File: src/source/uart_line_pkg.sv
package uart_line_pkg;

	//////////////////////////////
	// Serial frame format
	//////////////////////////////

	// Parity mode as written by CFG_FRAME bits 1:0
	typedef enum logic [1:0] {
		PARITY_NONE = 2'd0,	// 8N
		PARITY_EVEN = 2'd1,	// Even count of ones incl. parity bit
		PARITY_ODD  = 2'd2	// Odd count of ones incl. parity bit
	} parity_e;

	//////////////////////////////
	// Serializer FSM
	//////////////////////////////

	// One state per frame section, each held for divisor clocks per bit
	typedef enum logic [2:0] {
		SER_IDLE   = 3'd0,	// Line high, waiting for start strobe
		SER_START  = 3'd1,	// Start bit, line low
		SER_DATA   = 3'd2,	// 8 data bits, LSB first
		SER_PARITY = 3'd3,	// Optional parity bit
		SER_STOP   = 3'd4	// 1 or 2 stop bits, line high
	} ser_state_e;

	//////////////////////////////
	// Baud rate
	//////////////////////////////

	// Clocks per bit after reset
	localparam logic [15:0] DEFAULT_DIV = 16'd100;

	// Smallest divisor the config block accepts
	localparam logic [15:0] MIN_DIV = 16'd4;

endpackage

File: src/source/uart_queue_pkg.sv
package uart_queue_pkg;

	//////////////////////////////
	// Config interface
	//////////////////////////////

	// Opcode that comes with i_cfg_wr
	typedef enum logic [1:0] {
		CFG_BAUD_DIV = 2'd0,	// Data 15:0 -> divisor
		CFG_FRAME    = 2'd1,	// Data 1:0 parity, data 2 two stop bits
		CFG_FLUSH    = 2'd2	// Drop everything queued
	} cfg_op_e;

	//////////////////////////////
	// Queue controller FSM
	//////////////////////////////

	typedef enum logic [1:0] {
		Q_IDLE = 2'd0,	// Waiting for FIFO data
		Q_WAIT = 2'd1,	// Frame in flight, wait for busy to fall
		Q_DONE = 2'd2	// One spacer cycle before next pop
	} queue_state_e;

	// Bytes per FIFO word, low byte goes out first
	localparam int BYTES_PER_WORD = 4;

endpackage

File: src/source/word_byte_fifo.sv
module word_byte_fifo #(
	parameter int FIFO_WORDS  = 8,	// Depth in 32-bit words
	parameter int PFULL_WORDS = 6	// Programmable full threshold in words
)(
	input  logic        i_sys_clk,
	input  logic        i_reset_n,

	input  logic        i_wr,		// Word write strobe
	input  logic [31:0] i_wr_data,
	input  logic        i_rd,		// Byte pop strobe
	input  logic        i_flush,	// Drop all queued words

	output logic [7:0]  o_rd_data,	// Head byte
	output logic        o_empty,
	output logic        o_pfull,
	output logic        o_overflow	// Write dropped, one-cycle pulse
);

	localparam int AW = $clog2(FIFO_WORDS);

	// Limits sized to the word counter
	localparam logic [AW:0]   FULL_LIM  = FIFO_WORDS[AW:0];
	localparam logic [AW:0]   PFULL_LIM = PFULL_WORDS[AW:0];
	localparam logic [AW-1:0] LAST_IDX  = AW'(FIFO_WORDS - 1);

	logic [31:0]   mem [FIFO_WORDS];	// Word storage

	// Pointers carry a phase bit on top of the slot index
	logic [AW:0]   wr_ptr;
	logic [AW:0]   rd_ptr;
	logic [1:0]    byte_idx;	// Byte within head word
	logic [AW:0]   word_cnt;	// Words with at least one unsent byte
	logic          full;
	logic          wr_ok;
	logic          rd_ok;

	//////////////////////////////
	// Flags
	//////////////////////////////

	// Same phase -> plain difference, else wrapped once
	always_comb begin
		if (wr_ptr[AW] == rd_ptr[AW])
			word_cnt = {1'b0, wr_ptr[AW-1:0]} - {1'b0, rd_ptr[AW-1:0]};
		else
			word_cnt = FULL_LIM - {1'b0, rd_ptr[AW-1:0]} + {1'b0, wr_ptr[AW-1:0]};
	end

	assign full    = (word_cnt == FULL_LIM);
	assign o_empty = (wr_ptr == rd_ptr);		// Read side empties only on 4th byte
	assign o_pfull = (word_cnt >= PFULL_LIM);

	assign wr_ok = i_wr & ~full;
	assign rd_ok = i_rd & ~o_empty & ~i_flush;	// Flush wins over pop

	// Head byte, low byte first
	assign o_rd_data = mem[rd_ptr[AW-1:0]][8*byte_idx +: 8];

	//////////////////////////////
	// Storage
	//////////////////////////////

	always_ff @(posedge i_sys_clk) begin
		if (wr_ok)
			mem[wr_ptr[AW-1:0]] <= i_wr_data;
	end

	//////////////////////////////
	// Pointers
	//////////////////////////////

	always_ff @(posedge i_sys_clk or negedge i_reset_n) begin
		if (!i_reset_n) begin
			wr_ptr     <= '0;
			rd_ptr     <= '0;
			byte_idx   <= 2'd0;
			o_overflow <= 1'b0;
		end else begin
			o_overflow <= i_wr & full;	// Dropped word
			// Write side, wrap and flip phase at the last slot
			if (wr_ok) begin
				if (wr_ptr[AW-1:0] == LAST_IDX)
					wr_ptr <= {~wr_ptr[AW], {AW{1'b0}}};
				else
					wr_ptr <= wr_ptr + 1'b1;
			end
			if (i_flush) begin
				rd_ptr   <= wr_ptr;	// Word written this cycle survives
				byte_idx <= 2'd0;
			end else if (rd_ok) begin
				byte_idx <= byte_idx + 2'd1;	// Wraps to 0 after byte 3
				// Head word done after its 4th byte
				if (byte_idx == 2'd3) begin
					if (rd_ptr[AW-1:0] == LAST_IDX)
						rd_ptr <= {~rd_ptr[AW], {AW{1'b0}}};
					else
						rd_ptr <= rd_ptr + 1'b1;
				end
			end
		end
	end

endmodule

File: src/source/uart_tx_queue.sv
module uart_tx_queue (
	input  logic       i_sys_clk,
	input  logic       i_reset_n,

	input  logic       i_fifo_empty,
	input  logic [7:0] i_fifo_data,	// FIFO head byte
	input  logic       i_tx_busy,	// Serializer busy

	output logic       o_fifo_pop,	// Advance FIFO head
	output logic       o_tx_start,	// Start one frame
	output logic [7:0] o_tx_data
);

	uart_queue_pkg::queue_state_e state;

	logic busy_d;		// Busy one cycle ago
	logic busy_fall;

	// Frame finished
	assign busy_fall = busy_d & ~i_tx_busy;

	//////////////////////////////
	// Pacing FSM
	//////////////////////////////

	always_ff @(posedge i_sys_clk or negedge i_reset_n) begin
		if (!i_reset_n) begin
			state      <= uart_queue_pkg::Q_IDLE;
			busy_d     <= 1'b0;
			o_fifo_pop <= 1'b0;
			o_tx_start <= 1'b0;
		end else begin
			busy_d     <= i_tx_busy;
			o_fifo_pop <= 1'b0;	// Strobes last one cycle
			o_tx_start <= 1'b0;
			case (state)
				uart_queue_pkg::Q_IDLE: begin
					// Data waiting, kick off a frame
					if (!i_fifo_empty) begin
						o_fifo_pop <= 1'b1;
						o_tx_start <= 1'b1;
						state      <= uart_queue_pkg::Q_WAIT;
					end
				end
				uart_queue_pkg::Q_WAIT: begin
					if (busy_fall)
						state <= uart_queue_pkg::Q_DONE;
				end
				uart_queue_pkg::Q_DONE: state <= uart_queue_pkg::Q_IDLE;	// Spacer
				default: state <= uart_queue_pkg::Q_IDLE;
			endcase
		end
	end

	// Byte captured together with the start strobe
	always_ff @(posedge i_sys_clk) begin
		if (state == uart_queue_pkg::Q_IDLE && !i_fifo_empty)
			o_tx_data <= i_fifo_data;
	end

endmodule

File: src/source/uart_tx_serializer.sv
module uart_tx_serializer (
	input  logic                  i_sys_clk,
	input  logic                  i_reset_n,

	input  logic                  i_start,		// One-cycle frame request
	input  logic [7:0]            i_data,
	input  logic [15:0]           i_baud_div,	// Clocks per bit
	input  uart_line_pkg::parity_e i_parity,
	input  logic                  i_two_stop,

	output logic                  o_tx_line,
	output logic                  o_tx_busy
);

	uart_line_pkg::ser_state_e state;

	// Frame settings, frozen for the whole frame
	logic [7:0]             shift_q;
	logic [15:0]            div_q;
	uart_line_pkg::parity_e par_mode_q;
	logic                   par_bit_q;
	logic                   two_stop_q;

	logic [15:0] baud_cnt;	// Clocks within current bit
	logic [2:0]  bit_cnt;	// Data bit number
	logic        stop_cnt;	// Second stop bit in progress
	logic        bit_end;
	logic        take;

	assign bit_end = (baud_cnt == div_q - 16'd1);
	assign take    = (state == uart_line_pkg::SER_IDLE) & i_start;

	//////////////////////////////
	// Frame latch and shifter
	//////////////////////////////

	always_ff @(posedge i_sys_clk) begin
		if (take) begin
			shift_q    <= i_data;
			div_q      <= i_baud_div;
			par_mode_q <= i_parity;
			two_stop_q <= i_two_stop;
			// Even -> XOR of data, odd -> its inverse
			par_bit_q  <= (i_parity == uart_line_pkg::PARITY_ODD) ? ~^i_data : ^i_data;
		end else if (state == uart_line_pkg::SER_DATA && bit_end) begin
			shift_q <= shift_q >> 1;	// Next bit into position 0
		end
	end

	//////////////////////////////
	// Bit sequencer
	//////////////////////////////

	always_ff @(posedge i_sys_clk or negedge i_reset_n) begin
		if (!i_reset_n) begin
			state     <= uart_line_pkg::SER_IDLE;
			o_tx_line <= 1'b1;	// Idle line is high
			o_tx_busy <= 1'b0;
			baud_cnt  <= 16'd0;
			bit_cnt   <= 3'd0;
			stop_cnt  <= 1'b0;
		end else if (state == uart_line_pkg::SER_IDLE) begin
			baud_cnt <= 16'd0;
			if (i_start) begin
				state     <= uart_line_pkg::SER_START;
				o_tx_line <= 1'b0;	// Start bit
				o_tx_busy <= 1'b1;
			end
		end else if (!bit_end) begin
			baud_cnt <= baud_cnt + 16'd1;
		end else begin
			baud_cnt <= 16'd0;	// New bit
			case (state)
				uart_line_pkg::SER_START: begin
					state     <= uart_line_pkg::SER_DATA;
					o_tx_line <= shift_q[0];	// LSB first
					bit_cnt   <= 3'd0;
				end
				uart_line_pkg::SER_DATA: begin
					if (bit_cnt != 3'd7) begin
						bit_cnt   <= bit_cnt + 3'd1;
						o_tx_line <= shift_q[1];	// Shifter moves on this edge
					end else if (par_mode_q != uart_line_pkg::PARITY_NONE) begin
						state     <= uart_line_pkg::SER_PARITY;
						o_tx_line <= par_bit_q;
					end else begin
						state     <= uart_line_pkg::SER_STOP;
						o_tx_line <= 1'b1;
						stop_cnt  <= 1'b0;
					end
				end
				uart_line_pkg::SER_PARITY: begin
					state     <= uart_line_pkg::SER_STOP;
					o_tx_line <= 1'b1;
					stop_cnt  <= 1'b0;
				end
				uart_line_pkg::SER_STOP: begin
					// Second stop bit only when asked for
					if (two_stop_q && !stop_cnt) begin
						stop_cnt <= 1'b1;
					end else begin
						state     <= uart_line_pkg::SER_IDLE;
						o_tx_busy <= 1'b0;
					end
				end
				default: begin
					state     <= uart_line_pkg::SER_IDLE;
					o_tx_line <= 1'b1;
					o_tx_busy <= 1'b0;
				end
			endcase
		end
	end

endmodule

File: src/source/uart_tx_cfg.sv
module uart_tx_cfg (
	input  logic                    i_sys_clk,
	input  logic                    i_reset_n,

	input  logic                    i_cfg_wr,	// Config write strobe
	input  uart_queue_pkg::cfg_op_e i_cfg_op,
	input  logic [31:0]             i_cfg_data,

	output logic [15:0]             o_baud_div,
	output uart_line_pkg::parity_e  o_parity,
	output logic                    o_two_stop,
	output logic                    o_flush		// One-cycle FIFO flush
);

	logic [15:0] div_new;

	// Clamp tiny divisors so every bit has some width
	assign div_new = (i_cfg_data[15:0] < uart_line_pkg::MIN_DIV) ?
		uart_line_pkg::MIN_DIV : i_cfg_data[15:0];

	//////////////////////////////
	// Registers and flush pulse
	//////////////////////////////

	always_ff @(posedge i_sys_clk or negedge i_reset_n) begin
		if (!i_reset_n) begin
			o_baud_div <= uart_line_pkg::DEFAULT_DIV;
			o_parity   <= uart_line_pkg::PARITY_NONE;	// 8N1 after reset
			o_two_stop <= 1'b0;
			o_flush    <= 1'b0;
		end else begin
			o_flush <= 1'b0;
			if (i_cfg_wr) begin
				case (i_cfg_op)
					uart_queue_pkg::CFG_BAUD_DIV: o_baud_div <= div_new;
					uart_queue_pkg::CFG_FRAME: begin
						o_parity   <= uart_line_pkg::parity_e'(i_cfg_data[1:0]);
						o_two_stop <= i_cfg_data[2];
					end
					uart_queue_pkg::CFG_FLUSH: o_flush <= 1'b1;
					default: ;	// Unused opcode, ignored
				endcase
			end
		end
	end

endmodule

File: src/source/uart_tx_top.sv
module uart_tx_top (
	input  logic                    i_sys_clk,
	input  logic                    i_reset_n,

	input  logic                    i_word_valid,	// Host word strobe
	input  logic [31:0]             i_word_data,

	input  logic                    i_cfg_wr,
	input  uart_queue_pkg::cfg_op_e i_cfg_op,
	input  logic [31:0]             i_cfg_data,

	output logic                    o_tx_line,
	output logic                    o_tx_busy,
	output logic                    o_fifo_pfull,
	output logic                    o_overflow
);

	localparam int FIFO_WORDS  = 8;
	localparam int PFULL_WORDS = 6;

	logic [15:0]            baud_div;
	uart_line_pkg::parity_e parity;
	logic                   two_stop;
	logic                   flush;

	logic                   fifo_empty;
	logic [7:0]             fifo_data;
	logic                   fifo_pop;
	logic                   tx_start;
	logic [7:0]             tx_data;

	//////////////////////////////
	// Config, FIFO, pacing, line
	//////////////////////////////

	uart_tx_cfg i_uart_tx_cfg (
		.i_sys_clk  (i_sys_clk),
		.i_reset_n  (i_reset_n),
		.i_cfg_wr   (i_cfg_wr),
		.i_cfg_op   (i_cfg_op),
		.i_cfg_data (i_cfg_data),
		.o_baud_div (baud_div),
		.o_parity   (parity),
		.o_two_stop (two_stop),
		.o_flush    (flush)
	);

	// 32-bit in, 8-bit out
	word_byte_fifo #(
		.FIFO_WORDS  (FIFO_WORDS),
		.PFULL_WORDS (PFULL_WORDS)
	) i_word_byte_fifo (
		.i_sys_clk  (i_sys_clk),
		.i_reset_n  (i_reset_n),
		.i_wr       (i_word_valid),
		.i_wr_data  (i_word_data),
		.i_rd       (fifo_pop),
		.i_flush    (flush),
		.o_rd_data  (fifo_data),
		.o_empty    (fifo_empty),
		.o_pfull    (o_fifo_pfull),
		.o_overflow (o_overflow)
	);

	uart_tx_queue i_uart_tx_queue (
		.i_sys_clk    (i_sys_clk),
		.i_reset_n    (i_reset_n),
		.i_fifo_empty (fifo_empty),
		.i_fifo_data  (fifo_data),
		.i_tx_busy    (o_tx_busy),
		.o_fifo_pop   (fifo_pop),
		.o_tx_start   (tx_start),
		.o_tx_data    (tx_data)
	);

	uart_tx_serializer i_uart_tx_serializer (
		.i_sys_clk  (i_sys_clk),
		.i_reset_n  (i_reset_n),
		.i_start    (tx_start),
		.i_data     (tx_data),
		.i_baud_div (baud_div),
		.i_parity   (parity),
		.i_two_stop (two_stop),
		.o_tx_line  (o_tx_line),
		.o_tx_busy  (o_tx_busy)
	);

endmodule

File: config.mk
export PLATFORM = sky130hd
export DESIGN_NAME = uart_tx_top
export DESIGN_NICKNAME = d
export VERILOG_FILES = /design/src/source/uart_line_pkg.sv /design/src/source/uart_queue_pkg.sv /design/src/source/word_byte_fifo.sv /design/src/source/uart_tx_queue.sv /design/src/source/uart_tx_serializer.sv /design/src/source/uart_tx_cfg.sv /design/src/source/uart_tx_top.sv
export SDC_FILE = /design/constraint.sdc
export NUM_CORES = 1
export LEC_CHECK = 0
export BUFFER_PORTS_ARGS = -buffer_cell sky130_fd_sc_hd__buf_2
export CORE_AREA = 2 2 224 138
export CTS_CLUSTER_DIAMETER = 60
export CTS_CLUSTER_SIZE = 30
export DETAILED_ROUTE_END_ITERATION = 8
export DIE_AREA = 0 0 226 140
export MAX_ROUTING_LAYER = met4
export PLACE_DENSITY = 0.67
export SYNTH_ARGS = -nofsm -noshare
export SYNTH_HDL_FRONTEND = slang
export SYNTH_HIERARCHICAL = 1
export SYNTH_SLANG_ARGS = --single-unit
File: constraint.sdc
create_clock -name i_sys_clk -period 10.2 [get_ports i_sys_clk]
set_input_delay 1.02 -clock i_sys_clk [delete_from_list [all_inputs] [get_ports i_sys_clk]]
set_output_delay 1.02 -clock i_sys_clk [all_outputs]
set_load 0.005 [all_outputs]
==> run summary <==
Synth warnings: 6
Hold EP: i_uart_tx_serializer/div_q[7]
Final worst setup slack: 6.24 ns
Total grt overflow: 0
CP peak stage delay: 1.01 ns
Detailed Place HPWL: 16.9 mm
FFs w/ async S/R, synth: 0.170
P_sw: 1.23 mW
Status: finished, final reports clean
Total track usage: 0.186
Worst Hold Class: flop to flop
Max Cap Viol: 0
TritonCTS buffer count: 18
Worst path cell trace: or4_1 -> nor4_1 -> mux2_2 -> o21ai_4 -> nand4_2 -> o31ai_1
Post-Synthesis Cells: 794
Relative slew margins: 0.188
Syn Std Cell Area: 0.0146 mm²
Initial DRC Count: 562
Starting density of the core: 0.496
Pins over their slew limit: 0
CP max stage cell: o31ai_1
GP Congestion: 0.817
Non-Filler Instances: 1267
Final nets: 929
Global-route wire length before repair: 42.9 mm
Root Buffer Master: clkbuf_16
Hold_sp: i_uart_tx_cfg/o_baud_div[7]
Predominant post-synthesis flop cell: edfxtp_1
Post-Syn Nets: 877
Fin crit period: 3.96 ns
R2R Path End: i_uart_tx_serializer/shift_q[4]
Buf+Inv Stages, Crit Path: 0
Clock-pin slew on the worst setup and hold paths: 0.10 ns
Residual DRC: 0
GRT busiest layer: met1
Power per cell area: 251 mW/mm²
Pin count of the biggest net entering global routing: 68
Final Core Density: 0.541
Via density: 5.66
Final period util: 0.388
GR met1 Demand/Resource: 0.299
RSZ-0062 raised after global routing: false
Combinational share of power: 0.294
Setup TNS: 0 ns
CP max FO: 8
Hold buffer count at cts: 0
Clock power frac: 0.208
Worst EP required: 10.34 ns
Number of synthesized flops with an enable pin: 292
Final hold viol count: 0
Slew @ Worst Pin: 1.21 ns
Initial antenna violation count: 3
Hold Path Depth: 0
Switching part of the total: 0.306
Post-CTS Setup Bufs: 0
Setup slack at placement: 6.26 ns
Reg2reg path depth: 6
Synthesis-to-finish area growth: 9.19%
Vias in the first global route: 7131
Buffers on Ports: 57
PostCTS Resize Cnt: 0
Peak supply drop: 0.000141 V
Die area: 0.0316 mm²
Die Height: 140 µm
Clock tree sinks: 352
Post-synthesis sequential area ratio: 0.703
Placed Cells: 1234
DIE WIDTH: 226 µm
FF-to-FF setup slack: 6.24 ns
Endpoints failing setup: 0
Avg WL per Cell: 21.8 µm
Crit path DAT: 4.10 ns
P_leak: 5.41 nW
Io pins: 74
Crit. End Element: flop
Syn avg cell area: 18.4 µm²
Share of cells above drive strength 1: 0.278
Netlist cell types: 72
Yosys reg bits: 352
Core Region: 0.0295 mm²
Later-pin clock latency in the skew report: 0.52 ns
Setup CP Type: flop to flop
Critical Path Source Type: flop
# rows: 49
Clock tree buffer depth: 3
DRT antenna net count: 0
CTS tree: done
FMAX: 253 MHz
M2 GR Usage: 0.258
CP top delay family: simple AND/OR/NAND/NOR gates
H-Tree Depth: 1
Pint: 2.78 mW
R2R Path Start: i_uart_tx_serializer/div_q[3]
Vias: 7167
Detailed Route WL: 27.6 mm
Grt met3 use: 0.0285
Sequential Power Share: 0.498
Setup Skew: 0.0160 ns
TritonRoute pass-1 iters: 5
-- worst max path at each step --
stage,startpoint,to,slack (ns),cells past startpoint
global route,i_uart_tx_serializer/div_q[3],i_uart_tx_serializer/shift_q[4],6.05,6
finish,i_uart_tx_serializer/div_q[3],i_uart_tx_serializer/shift_q[4],6.24,6
floorplan,i_word_byte_fifo/rd_ptr[1],i_word_byte_fifo/mem[2][0],4.10,9
CTS,i_uart_tx_serializer/div_q[3],i_uart_tx_serializer/shift_q[5],6.25,6
global placement,i_uart_tx_serializer/div_q[3],i_uart_tx_serializer/shift_q[7],6.31,6
detailed placement,i_uart_tx_serializer/div_q[3],i_uart_tx_serializer/shift_q[6],6.26,6
-- power by group through the flow --
| stage | Sequential, mW | Combinational [mW] | Clock [mW] |
|---|---|---|---|
| 6_report | 2.00 | 1.18 | 0.834 |
| 5_1_grt | 2.03 | 1.29 | 0.908 |
| 4_1_cts | 2.00 | 1.20 | 0.855 |
| 3_5_place_dp | 2.04 | 1.19 | 0 |
| 3_3_place_gp | 2.03 | 1.17 | 0 |
| 2_1_floorplan | 1.95 | 0.930 | 0 |
-- cell usage after synthesis, types with 3 or more instances --
master,count,share of area
a21oi_1,6,0.0021
a22o_1,3,0.0018
and3_1,8,0.0034
buf_2,7,0.0024
buf_6,6,0.0046
clkbuf_1,21,0.0054
dfrtp_1,56,0.096
dfstp_2,4,0.0072
edfxtp_1,292,0.60
ha_1,12,0.010
inv_1,14,0.0036
mux2_2,23,0.018
mux2_4,5,0.0051
mux2i_1,6,0.0041
mux4_2,80,0.12
nand2_1,40,0.010
nand2b_1,6,0.0026
nand3_1,13,0.0044
nand3b_1,3,0.0015
nor2_1,34,0.0087
nor2b_1,7,0.0030
nor3_1,7,0.0024
nor4_1,17,0.0073
o211ai_1,3,0.0015
o21ai_0,13,0.0044
o22a_1,3,0.0018
o31ai_1,6,0.0031
or4_1,4,0.0021
xnor2_1,22,0.013
xor2_1,22,0.013
-- stage by stage --
step / hold WS, ns / power (mW) / instance area [µm²]
floorplan: 0.419 / 2.88 / 14600
global placement: 0.433 / 3.20 / 15400
detailed placement: 0.432 / 3.23 / 15400
CTS: 0.457 / 4.06 / 16000
global route: 0.464 / 4.23 / 16000
finish: 0.458 / 4.01 / 16000
-- placed cells by master, fill, tap and decap left out, types with 14 or more instances in the layout --
| cell type | n |
|---|---|
| buf_2 | 57 |
| clkbuf_16 | 19 |
| dfrtp_1 | 54 |
| edfxtp_1 | 292 |
| inv_1 | 14 |
| mux2_2 | 23 |
| mux4_2 | 80 |
| nand2_1 | 40 |
| nor2_1 | 34 |
| xnor2_1 | 22 |
| xor2_1 | 22 |
-- cell type report --
| cell class | instances | area (µm²) |
|---|---|---|
| tap | 408 | 510 |
| clock inverter | 11 | 121 |
| clock buffer | 19 | 475 |
| timing repair buffer | 70 | 383 |
| sequential | 352 | 10300 |
| multi-input combinational | 389 | 4130 |
| inverter | 15 | 56.3 |
| fill | 2316 | 13500 |
| antenna | 3 | 7.51 |
-- layer usage --
| metal | part of all wire | up-vias | wire length [µm] |
|---|---|---|---|
| met1 | 0.50 | 3715 | 13700 |
| met4 | 0.011 | 0 | 301 |
| met3 | 0.056 | 24 | 1540 |
| li1 | - | 3265 | - |
| met5 | 0 | - | 0 |
| met2 | 0.44 | 163 | 12100 |
-- state kept, by name, summed over array words and instances (netlist names), 2 cells and up --
name / count
i_word_byte_fifo/mem: 256
i_uart_tx_cfg/o_baud_div: 16
i_uart_tx_serializer/baud_cnt: 16
i_uart_tx_serializer/div_q: 16
i_uart_tx_queue/o_tx_data: 8
i_uart_tx_serializer/shift_q: 8
i_word_byte_fifo/rd_ptr: 4
i_word_byte_fifo/wr_ptr: 4
i_uart_tx_serializer/bit_cnt: 3
i_uart_tx_serializer/state: 3
i_uart_tx_cfg/o_parity: 2
i_uart_tx_queue/state: 2
i_uart_tx_serializer/par_mode_q: 2
i_word_byte_fifo/byte_idx: 2
-- worst reg2reg max path, delay by kind of cell, from the launching register on --
kind / cells / cell delay (ns)
AND/OR/NAND/NOR: 3 / 1.39
AO/OA/AOI/OAI: 2 / 1.23
flip-flops: 1 / 0.54
multiplexers: 1 / 0.41
-- logic make-up (layout without fill, tap and decap cells) --
logic type,Yosys count,count (layout),synth area share
flip-flops,352,352,0.703
other,0,3,0
AO/OA/AOI/OAI,54,54,0.0286
adder cells (fa/ha/maj),13,13,0.0116
AND/OR/NAND/NOR,164,164,0.0621
multiplexers,114,114,0.150
buffers and inverters,53,115,0.0183
XOR/XNOR,44,44,0.0264
Note: power is estimated with default switching activity, not from simulation.
